<file path="src/include/rvfi_params.svh">
// ------------------------------
// Widths of the RVFI tracer, XLEN is fixed at 32
// Side memory depth must equal 2**RVFI_TRANS_ID_BITS
// ------------------------------

`ifndef RVFI_PARAMS_SVH
`define RVFI_PARAMS_SVH

// ------------------------------
// Data path
// ------------------------------
`define RVFI_XLEN 32            // Integer register width

// ------------------------------
// Scoreboard tracking
// ------------------------------
`define RVFI_NR_SB_ENTRIES 8    // In-flight instructions tracked
`define RVFI_TRANS_ID_BITS 3    // Index into the side memory

`endif
</file>
<file path="src/design/rvfi_pkg.sv">
// ------------------------------
// Types shared by the RVFI tracer blocks
// Single commit port, virtual addresses only
// ------------------------------

`default_nettype none

`include "rvfi_params.svh"

package rvfi_pkg;

  // ------------------------------
  // Plain vectors
  // ------------------------------
  typedef logic [`RVFI_XLEN-1:0]          xlen_t;
  typedef logic [`RVFI_TRANS_ID_BITS-1:0] trans_id_t;
  typedef logic [`RVFI_XLEN/8-1:0]        be_t;       // One bit per byte lane
  typedef logic [31:0]                    insn_t;
  typedef logic [4:0]                     reg_addr_t;
  typedef logic [31:0]                    order_t;
  typedef logic [31:0]                    cause_t;

  // ------------------------------
  // Enums
  // ------------------------------
  typedef enum logic [1:0] {U = 2'd0, S = 2'd1, M = 2'd3} priv_lvl_e;
  typedef enum logic [1:0] {NONE, LOAD, STORE} lsu_fu_e;
  typedef enum logic [1:0] {OFF, RUN, FLUSH} trace_state_e;

  // ------------------------------
  // Probe and record bundles
  // ------------------------------
  typedef struct packed {
    lsu_fu_e   fu;
    xlen_t     vaddr;
    be_t       be;
    trans_id_t trans_id;
    xlen_t     wdata;       // Store data, ignored for loads
  } lsu_ctrl_t;

  typedef struct packed {
    logic      commit_ack;
    logic      ex_valid;
    cause_t    ex_cause;
    reg_addr_t rs1;
    reg_addr_t rs2;
    reg_addr_t rd;
    xlen_t     pc;
    xlen_t     result;
    xlen_t     wdata;       // Value written to rd
    priv_lvl_e priv_lvl;
    logic      debug_mode;
    trans_id_t commit_pointer;
  } commit_probe_t;

  typedef struct packed {
    logic       valid;
    order_t     order;
    insn_t      insn;
    logic       trap;
    cause_t     cause;
    logic [1:0] mode;
    logic [1:0] ixl;
    reg_addr_t  rs1_addr;
    reg_addr_t  rs2_addr;
    reg_addr_t  rd_addr;
    xlen_t      rs1_rdata;
    xlen_t      rs2_rdata;
    xlen_t      rd_wdata;
    xlen_t      pc_rdata;
    xlen_t      mem_addr;
    be_t        mem_rmask;
    be_t        mem_wmask;
    xlen_t      mem_wdata;
    xlen_t      mem_rdata;
  } rvfi_instr_t;

  // Per-instruction data kept between issue and commit
  typedef struct packed {
    xlen_t rs1_rdata;
    xlen_t rs2_rdata;
    xlen_t lsu_addr;
    be_t   rmask;
    be_t   wmask;
    xlen_t lsu_wdata;
    insn_t instr;
  } sb_entry_t;

endpackage

`default_nettype wire

</file>
<file path="src/design/rvfi_tracer.sv">
// ------------------------------
// RVFI tracer top, observes the core only
// ------------------------------

`timescale 1ns/1ns
`default_nettype none

module rvfi_tracer (
  input  logic                    clk_i,
  input  logic                    rst_i,
  input  logic                    clear_i,
  input  logic                    trace_en_i,
  // ID stage probes
  input  logic                    flush_i,
  input  logic                    fetch_entry_valid_i,
  input  rvfi_pkg::insn_t         instruction_i,
  input  logic                    is_compressed_i,
  input  logic                    issue_ack_i,
  // Decode probes
  input  rvfi_pkg::trans_id_t     issue_pointer_i,
  input  logic                    decoded_valid_i,
  input  logic                    decoded_ack_i,
  input  logic                    flush_unissued_i,
  input  rvfi_pkg::xlen_t         rs1_fwd_i,
  input  rvfi_pkg::xlen_t         rs2_fwd_i,
  // LSU and commit probes
  input  rvfi_pkg::lsu_ctrl_t     lsu_ctrl_i,
  input  rvfi_pkg::commit_probe_t commit_i,
  output rvfi_pkg::rvfi_instr_t   rvfi_o
);

  logic                capture_en;
  logic                report_en;
  logic                issue_valid;
  rvfi_pkg::insn_t     issue_instr;
  rvfi_pkg::sb_entry_t sb_entry;
  logic                retire;
  rvfi_pkg::order_t    order;

  rvfi_trace_fsm u_trace_fsm (
    .clk_i        (clk_i),
    .rst_i        (rst_i),
    .trace_en_i   (trace_en_i),
    .flush_i      (flush_i),
    .capture_en_o (capture_en),
    .report_en_o  (report_en)
  );

  rvfi_issue_latch u_issue_latch (
    .clk_i               (clk_i),
    .rst_i               (rst_i),
    .clear_i             (clear_i),
    .capture_en_i        (capture_en),
    .fetch_entry_valid_i (fetch_entry_valid_i),
    .instruction_i       (instruction_i),
    .is_compressed_i     (is_compressed_i),
    .issue_ack_i         (issue_ack_i),
    .flush_i             (flush_i),
    .issue_valid_o       (issue_valid),
    .issue_instr_o       (issue_instr)
  );

  rvfi_sb_mem u_sb_mem (
    .clk_i            (clk_i),
    .rst_i            (rst_i),
    .clear_i          (clear_i),
    .capture_en_i     (capture_en),
    .issue_valid_i    (issue_valid),
    .issue_instr_i    (issue_instr),
    .decoded_valid_i  (decoded_valid_i),
    .decoded_ack_i    (decoded_ack_i),
    .flush_unissued_i (flush_unissued_i),
    .issue_pointer_i  (issue_pointer_i),
    .rs1_fwd_i        (rs1_fwd_i),
    .rs2_fwd_i        (rs2_fwd_i),
    .lsu_ctrl_i       (lsu_ctrl_i),
    .rd_pointer_i     (commit_i.commit_pointer),
    .entry_o          (sb_entry)
  );

  rvfi_pack u_pack (
    .report_en_i (report_en),
    .commit_i    (commit_i),
    .entry_i     (sb_entry),
    .order_i     (order),
    .rvfi_o      (rvfi_o),
    .retire_o    (retire)
  );

  rvfi_order_counter u_order_counter (
    .clk_i    (clk_i),
    .rst_i    (rst_i),
    .clear_i  (clear_i),
    .retire_i (retire),
    .order_o  (order)
  );

endmodule

`default_nettype wire

</file>
<file path="src/design/rvfi_pack.sv">
// ------------------------------
// Builds the retirement record in the commit cycle
// Only ecalls retire as valid when trapping
// ------------------------------

`timescale 1ns/1ns
`default_nettype none

module rvfi_pack (
  input  logic                    report_en_i,
  input  rvfi_pkg::commit_probe_t commit_i,
  input  rvfi_pkg::sb_entry_t     entry_i,
  input  rvfi_pkg::order_t        order_i,
  output rvfi_pkg::rvfi_instr_t   rvfi_o,
  output logic                    retire_o
);

  // Environment call causes
  localparam rvfi_pkg::cause_t ENV_CALL_UMODE = 32'd8;
  localparam rvfi_pkg::cause_t ENV_CALL_SMODE = 32'd9;
  localparam rvfi_pkg::cause_t ENV_CALL_MMODE = 32'd11;

  logic exception;
  logic is_ecall;

  assign exception = report_en_i && commit_i.ex_valid;
  assign is_ecall  = (commit_i.ex_cause == ENV_CALL_UMODE) ||
                     (commit_i.ex_cause == ENV_CALL_SMODE) ||
                     (commit_i.ex_cause == ENV_CALL_MMODE);

  always_comb begin
    rvfi_o.valid     = report_en_i && ((commit_i.commit_ack && !commit_i.ex_valid) ||
                                       (commit_i.ex_valid && is_ecall));
    rvfi_o.order     = order_i;
    rvfi_o.insn      = entry_i.instr;
    rvfi_o.trap      = exception;
    rvfi_o.cause     = commit_i.ex_cause;
    rvfi_o.mode      = commit_i.debug_mode ? 2'b10 : commit_i.priv_lvl;
    rvfi_o.ixl       = 2'd1;  // RV32
    rvfi_o.rs1_addr  = commit_i.rs1;
    rvfi_o.rs2_addr  = commit_i.rs2;
    rvfi_o.rd_addr   = commit_i.rd;
    rvfi_o.rs1_rdata = entry_i.rs1_rdata;
    rvfi_o.rs2_rdata = entry_i.rs2_rdata;
    rvfi_o.rd_wdata  = commit_i.wdata;
    rvfi_o.pc_rdata  = commit_i.pc;
    rvfi_o.mem_addr  = entry_i.lsu_addr;
    rvfi_o.mem_rmask = entry_i.rmask;
    rvfi_o.mem_wmask = entry_i.wmask;
    rvfi_o.mem_wdata = entry_i.lsu_wdata;
    rvfi_o.mem_rdata = commit_i.result;  // Committed result stands in for load data
  end

  assign retire_o = rvfi_o.valid;

endmodule

`default_nettype wire

</file>
<file path="src/design/rvfi_sb_mem.sv">
// ------------------------------
// Side memory indexed by transaction id
// A load and a store for one trans id never come together
// ------------------------------

`timescale 1ns/1ns
`default_nettype none

`include "rvfi_params.svh"

module rvfi_sb_mem (
  input  logic                clk_i,
  input  logic                rst_i,
  input  logic                clear_i,
  input  logic                capture_en_i,
  input  logic                issue_valid_i,
  input  rvfi_pkg::insn_t     issue_instr_i,
  input  logic                decoded_valid_i,
  input  logic                decoded_ack_i,
  input  logic                flush_unissued_i,
  input  rvfi_pkg::trans_id_t issue_pointer_i,
  input  rvfi_pkg::xlen_t     rs1_fwd_i,
  input  rvfi_pkg::xlen_t     rs2_fwd_i,
  input  rvfi_pkg::lsu_ctrl_t lsu_ctrl_i,
  input  rvfi_pkg::trans_id_t rd_pointer_i,
  output rvfi_pkg::sb_entry_t entry_o
);

  rvfi_pkg::sb_entry_t [`RVFI_NR_SB_ENTRIES-1:0] mem_q, mem_n;

  rvfi_pkg::be_t lsu_rmask;
  rvfi_pkg::be_t lsu_wmask;
  logic          issue_write;

  // ------------------------------
  // LSU mask split
  // ------------------------------
  assign lsu_rmask = (lsu_ctrl_i.fu == rvfi_pkg::LOAD)  ? lsu_ctrl_i.be : '0;
  assign lsu_wmask = (lsu_ctrl_i.fu == rvfi_pkg::STORE) ? lsu_ctrl_i.be : '0;

  assign issue_write = capture_en_i && issue_valid_i && decoded_valid_i &&
                       decoded_ack_i && !flush_unissued_i;

  // ------------------------------
  // Entry update
  // ------------------------------
  always_comb begin
    mem_n = mem_q;

    // New instruction starts with clean memory info
    if (issue_write) begin
      mem_n[issue_pointer_i] = '{
        rs1_rdata: rs1_fwd_i,
        rs2_rdata: rs2_fwd_i,
        lsu_addr:  '0,
        rmask:     '0,
        wmask:     '0,
        lsu_wdata: '0,
        instr:     issue_instr_i
      };
    end

    // LSU request lands on an already issued entry
    if (lsu_rmask != '0) begin
      mem_n[lsu_ctrl_i.trans_id].lsu_addr = lsu_ctrl_i.vaddr;
      mem_n[lsu_ctrl_i.trans_id].rmask    = lsu_rmask;
    end else if (lsu_wmask != '0) begin
      mem_n[lsu_ctrl_i.trans_id].lsu_addr  = lsu_ctrl_i.vaddr;
      mem_n[lsu_ctrl_i.trans_id].wmask     = lsu_wmask;
      mem_n[lsu_ctrl_i.trans_id].lsu_wdata = lsu_ctrl_i.wdata;
    end
  end

  always_ff @(posedge clk_i) begin
    if (rst_i || clear_i) begin
      mem_q <= '0;
    end else begin
      mem_q <= mem_n;
    end
  end

  assign entry_o = mem_q[rd_pointer_i];  // Read at the commit pointer

endmodule

`default_nettype wire

</file>
<file path="src/design/rvfi_issue_latch.sv">
// ------------------------------
// Holds the fetched word until the issue stage takes it
// Compressed words are kept zero-extended above bit 15
// ------------------------------

`timescale 1ns/1ns
`default_nettype none

module rvfi_issue_latch (
  input  logic              clk_i,
  input  logic              rst_i,
  input  logic              clear_i,
  input  logic              capture_en_i,
  input  logic              fetch_entry_valid_i,
  input  rvfi_pkg::insn_t   instruction_i,
  input  logic              is_compressed_i,
  input  logic              issue_ack_i,
  input  logic              flush_i,
  output logic              issue_valid_o,
  output rvfi_pkg::insn_t   issue_instr_o
);

  logic            valid_q, valid_n;
  rvfi_pkg::insn_t instr_q, instr_n;

  always_comb begin
    valid_n = valid_q;
    instr_n = instr_q;

    if (issue_ack_i) begin
      valid_n = 1'b0;  // Word handed to issue
    end

    // Refill when empty or when the current word leaves this cycle
    if (capture_en_i && fetch_entry_valid_i && (!valid_q || issue_ack_i)) begin
      valid_n = 1'b1;
      instr_n = is_compressed_i ? {16'b0, instruction_i[15:0]} : instruction_i;
    end

    if (flush_i) begin
      valid_n = 1'b0;
    end
  end

  always_ff @(posedge clk_i) begin
    if (rst_i || clear_i) begin
      valid_q <= 1'b0;
      instr_q <= '0;
    end else begin
      valid_q <= valid_n;
      instr_q <= instr_n;
    end
  end

  assign issue_valid_o = valid_q;
  assign issue_instr_o = instr_q;

endmodule

`default_nettype wire

</file>
<file path="src/design/rvfi_order_counter.sv">
// ------------------------------
// Holds the order of the next retired record
// Wraps silently after 2**32 retirements
// ------------------------------

`timescale 1ns/1ns
`default_nettype none

module rvfi_order_counter (
  input  logic             clk_i,
  input  logic             rst_i,
  input  logic             clear_i,
  input  logic             retire_i,
  output rvfi_pkg::order_t order_o
);

  rvfi_pkg::order_t order_q;

  always_ff @(posedge clk_i) begin
    if (rst_i || clear_i) begin
      order_q <= '0;
    end else if (retire_i) begin
      order_q <= order_q + 1'b1;  // Advance after each valid record
    end
  end

  assign order_o = order_q;

endmodule

`default_nettype wire

</file>
<file path="src/design/rvfi_trace_fsm.sv">
// ------------------------------
// Capture is off until trace_en_i is seen high
// One cycle of capture is dropped after each flush
// ------------------------------

`timescale 1ns/1ns
`default_nettype none

module rvfi_trace_fsm (
  input  logic clk_i,
  input  logic rst_i,
  input  logic trace_en_i,
  input  logic flush_i,
  output logic capture_en_o,
  output logic report_en_o
);

  rvfi_pkg::trace_state_e state_q, state_n;

  // ------------------------------
  // Next state
  // ------------------------------
  always_comb begin
    state_n = state_q;
    case (state_q)
      rvfi_pkg::OFF: begin
        if (trace_en_i) begin
          state_n = rvfi_pkg::RUN;
        end
      end
      rvfi_pkg::RUN: begin
        if (flush_i) begin
          state_n = rvfi_pkg::FLUSH;
        end
      end
      rvfi_pkg::FLUSH: state_n = rvfi_pkg::RUN;  // Single blind cycle
      default:         state_n = rvfi_pkg::OFF;
    endcase

    // Disable wins from any state
    if (!trace_en_i) begin
      state_n = rvfi_pkg::OFF;
    end
  end

  always_ff @(posedge clk_i) begin
    if (rst_i) begin
      state_q <= rvfi_pkg::OFF;
    end else begin
      state_q <= state_n;
    end
  end

  assign capture_en_o = (state_q == rvfi_pkg::RUN);
  assign report_en_o  = (state_q != rvfi_pkg::OFF);  // In-flight work still retires in FLUSH

endmodule

`default_nettype wire

</file>
<file path="config.mk">
export PLATFORM = sky130hd
export DESIGN_NAME = rvfi_tracer
export DESIGN_NICKNAME = d
export VERILOG_FILES = /design/src/design/rvfi_pkg.sv /design/src/design/rvfi_tracer.sv /design/src/design/rvfi_pack.sv /design/src/design/rvfi_sb_mem.sv /design/src/design/rvfi_issue_latch.sv /design/src/design/rvfi_order_counter.sv /design/src/design/rvfi_trace_fsm.sv
export VERILOG_INCLUDE_DIRS = /design/src /design/src/include
export SDC_FILE = /design/constraint.sdc
export NUM_CORES = 2
export LEC_CHECK = 0
export BUFFER_PORTS_ARGS = -buffer_cell sky130_fd_sc_hd__buf_2
export CORE_MARGIN = 2
export CORE_UTILIZATION = 40
export DETAILED_ROUTE_END_ITERATION = 10
export HOLD_SLACK_MARGIN = 0.03
export MAX_ROUTING_LAYER = met4
export SLEW_MARGIN = 30
export SYNTH_ARGS = -nofsm -noshare
export SYNTH_HDL_FRONTEND = slang
export SYNTH_HIERARCHICAL = 1
export SYNTH_SLANG_ARGS = --single-unit
</file>
<file path="constraint.sdc">
create_clock -name clk_i -period 6.7 [get_ports clk_i]
set_input_delay 1.34 -clock clk_i [delete_from_list [all_inputs] [get_ports clk_i]]
set_output_delay 1.34 -clock clk_i [all_outputs]
set_load 0.02 [all_outputs]
</file>
==> results_dict.tcl <==
set metrics [dict create \
    vias 57687 \
    dr.pass1.iters 6 \
    clk_pin_slew_worst_paths_ns 0.06 \
    p_total_uw 18700 \
    period_minus_slack_ns 4.87 \
    cts_resized 0 \
    synth_edf_count 0 \
    final_util 0.436 \
    period_share 0.726 \
    vias_per_cell 6.44 \
    die-area_um2 173000 \
    relSlewSlack 0.199 \
    grt_max_degree 257 \
    ioPinCount 683 \
    dr.first_iter.drc_count 6899 \
    cts_buffers 157 \
    hold_buffers 0 \
    power_leakage_uw 0.0257 \
    ys_types 70 \
    globalRouteOverflowTotal 0 \
    core_um2 169000 \
    cp-end-kind "output port" \
    synth-seq-cells 1411 \
    grt_pass1_vias 55832 \
    drive_gt1_frac 0.219 \
    clock_skew_ns 0.0445 \
    post-dp-hpwl_um 121000 \
    antenna_found_initial 31 \
    yosysSeqAreaShare 0.416 \
    critPathRequiredTime_ns 5.36 \
    fin_tns_setup_ns 0 \
    post_cts_buffers 0 \
    max_freq_mhz 205 \
    ant_nets 0 \
    die_w_um 416 \
    critPathKind "primary input to output port" \
    synth_flop_cell "dfxtp_1" \
    crit_chain "buf_8 -> buf_12 -> mux4_2 -> mux2_2 -> buf_2" \
    synth.avg_cell_area_um2 9.45 \
    die_y_um 416 \
    grt_pass1_wl_um 351000 \
    worst_pin_slew_ns 1.20 \
    syn_area_um2 67800 \
    port-buffer-count 458 \
    routabilityCongestion 0.812 \
    clkSinkCount 1411 \
    root_buffer "clkbuf_16" \
    wl_per_cell_um 26.1 \
    finalWirelength_um 234000 \
    async_reset_ff_frac 0 \
    start_util 0.402 \
    cp_top_family "buffers and inverters" \
    clock_path_buffers 3 \
    htree_num_levels 4 \
    postSynthNetCount 7509 \
    synth_warnings 6 \
    setup_violations 0 \
    nNetsFinal 6925 \
    synthCells 7174 \
    grt_use_total 0.265 \
    clk_latency_ns 0.83 \
    worst-path-max-fanout 65 \
    rrSetupSlack_ns 3.67 \
    cpMaxStageDelayCell "buf_8" \
    cts_tree "yes" \
    rsz0062_at_grt "false" \
    cpPeakStageDelay_ns 0.63 \
    crit_arrival_ns 3.53 \
    critPathBufInv 3 \
    synth_top_area_cell "dfxtp_1" \
    synth_area_leaders "dfxtp_1 42%, mux4_2 11%, a21oi_1 6.0%" \
    drc_errors 0 \
    synth.top_cell.area_share 0.416 \
    power_density_nw_per_um2 254 \
    hold_viol 0 \
    syn_to_final_growth_pct 8.50 \
    hold_class "register to register" \
    cp-start-kind "primary input" \
    drv_cap 0 \
    status "completed" \
    irDropWorstVdd_v 0.000258 \
    slew_violations 0 \
    rows 151 \
]
==> worst paths after layout <==
path                                                          startpoint                             end  cells past startpoint
worst max register to register  u_issue_latch/issue_valid_o$_SDFFE_PP0P_  u_sb_mem/mem_q[428]$_SDFF_PP0_                      4
worst max-delay path                                         commit_i[1]                     rvfi_o[225]                      5
worst min register to register            u_sb_mem/mem_q[741]$_SDFF_PP0_  u_sb_mem/mem_q[741]$_SDFF_PP0_                      2
worst min-delay path                      u_sb_mem/mem_q[741]$_SDFF_PP0_  u_sb_mem/mem_q[741]$_SDFF_PP0_                      2
==> power breakdown <==
part / leakage (uW) / internal [uW] / switching (uW)
clock: 0.00273 / 5410 / 3790
combinational: 0.0116 / 281 / 753
sequential: 0.0114 / 8410 / 18.5
==> cell usage after synthesis, drive strengths merged (3+ instances only) <==
cell	count
a21oi	819
nor2b	4
and2	29
nand4bb	3
xnor2	4
mux2i	91
nand2	91
or4	9
dfxtp	1411
clkbuf	673
o31ai	48
nor3	21
and3b	4
or3b	38
and4	11
nand4	55
nand3b	4
nor3b	3
o32ai	124
or2	5
nand2b	4
and3	4
inv	151
a41o	267
mux2	168
o21ai	817
nand4b	20
nor2	20
nand3	810
xor2	9
or3	21
nor4	273
and4b	5
a32o	55
buf	663
o211ai	90
mux4	336
==> layout make-up <==
type / count / area (um2)
clock buffer: 235 / 4700
antenna: 25 / 62.6
clock inverter: 53 / 875
sequential: 1411 / 28200
multi-input combinational: 4276 / 32500
fill: 16076 / 95300
inverter: 151 / 567
timing repair buffer: 593 / 3870
tap: 2218 / 2780
==> logic make-up after synthesis <==
logic type,synth area share
XOR/XNOR,0.00168
AO/OA/AOI/OAI,0.200
multiplexers,0.153
other,0.000111
adder cells (fa/ha/maj),0.000184
buffers and inverters,0.108
flip-flops,0.416
AND/OR/NAND/NOR,0.120
==> routing by layer <==
layer | track usage | routed length (um) | share of wire | vias to the layer above
met3 | 0.0469 | 18300 | 0.078 | 474
met4 | 0.108 | 8240 | 0.035 | 0
met2 | 0.416 | 111000 | 0.47 | 2746
met5 | - | 0 | 0 | -
li1 | - | - | - | 25500
met1 | 0.339 | 96400 | 0.41 | 28967
==> metrics by stage <==
stage / worst slack, ns / hold WS [ns] / std cells / area (um2)
after floorplan: 2.43 / 0.432 / 7174 / 67800
after global placement: 1.83 / 0.445 / 8641 / 67800
after detailed placement: 1.83 / 0.450 / 8643 / 67800
after CTS: 1.82 / 0.456 / 8931 / 73400
after global routing: 1.76 / 0.474 / 8958 / 73600
final: 1.83 / 0.461 / 8962 / 73600
==> tightest hold or removal path: stages (launching register included) <==
cell and delay [ns]:
dfxtp_1 0.31, inv_1 0.04, o31ai_1 0.06
==> cell usage in the layout, fill, tap and decap left out, types with 94 or more instances in the layout <==
cell type	n
buf_2	455
mux4_2	336
buf_4	94
nand3_1	801
o32ai_1	124
o21ai_0	804
a21oi_1	815
nor4_1	269
dfxtp_1	1410
clkbuf_16	157
inv_1	151
a41o_1	267
mux2_2	168
Power figures use the tool's default switching activity.
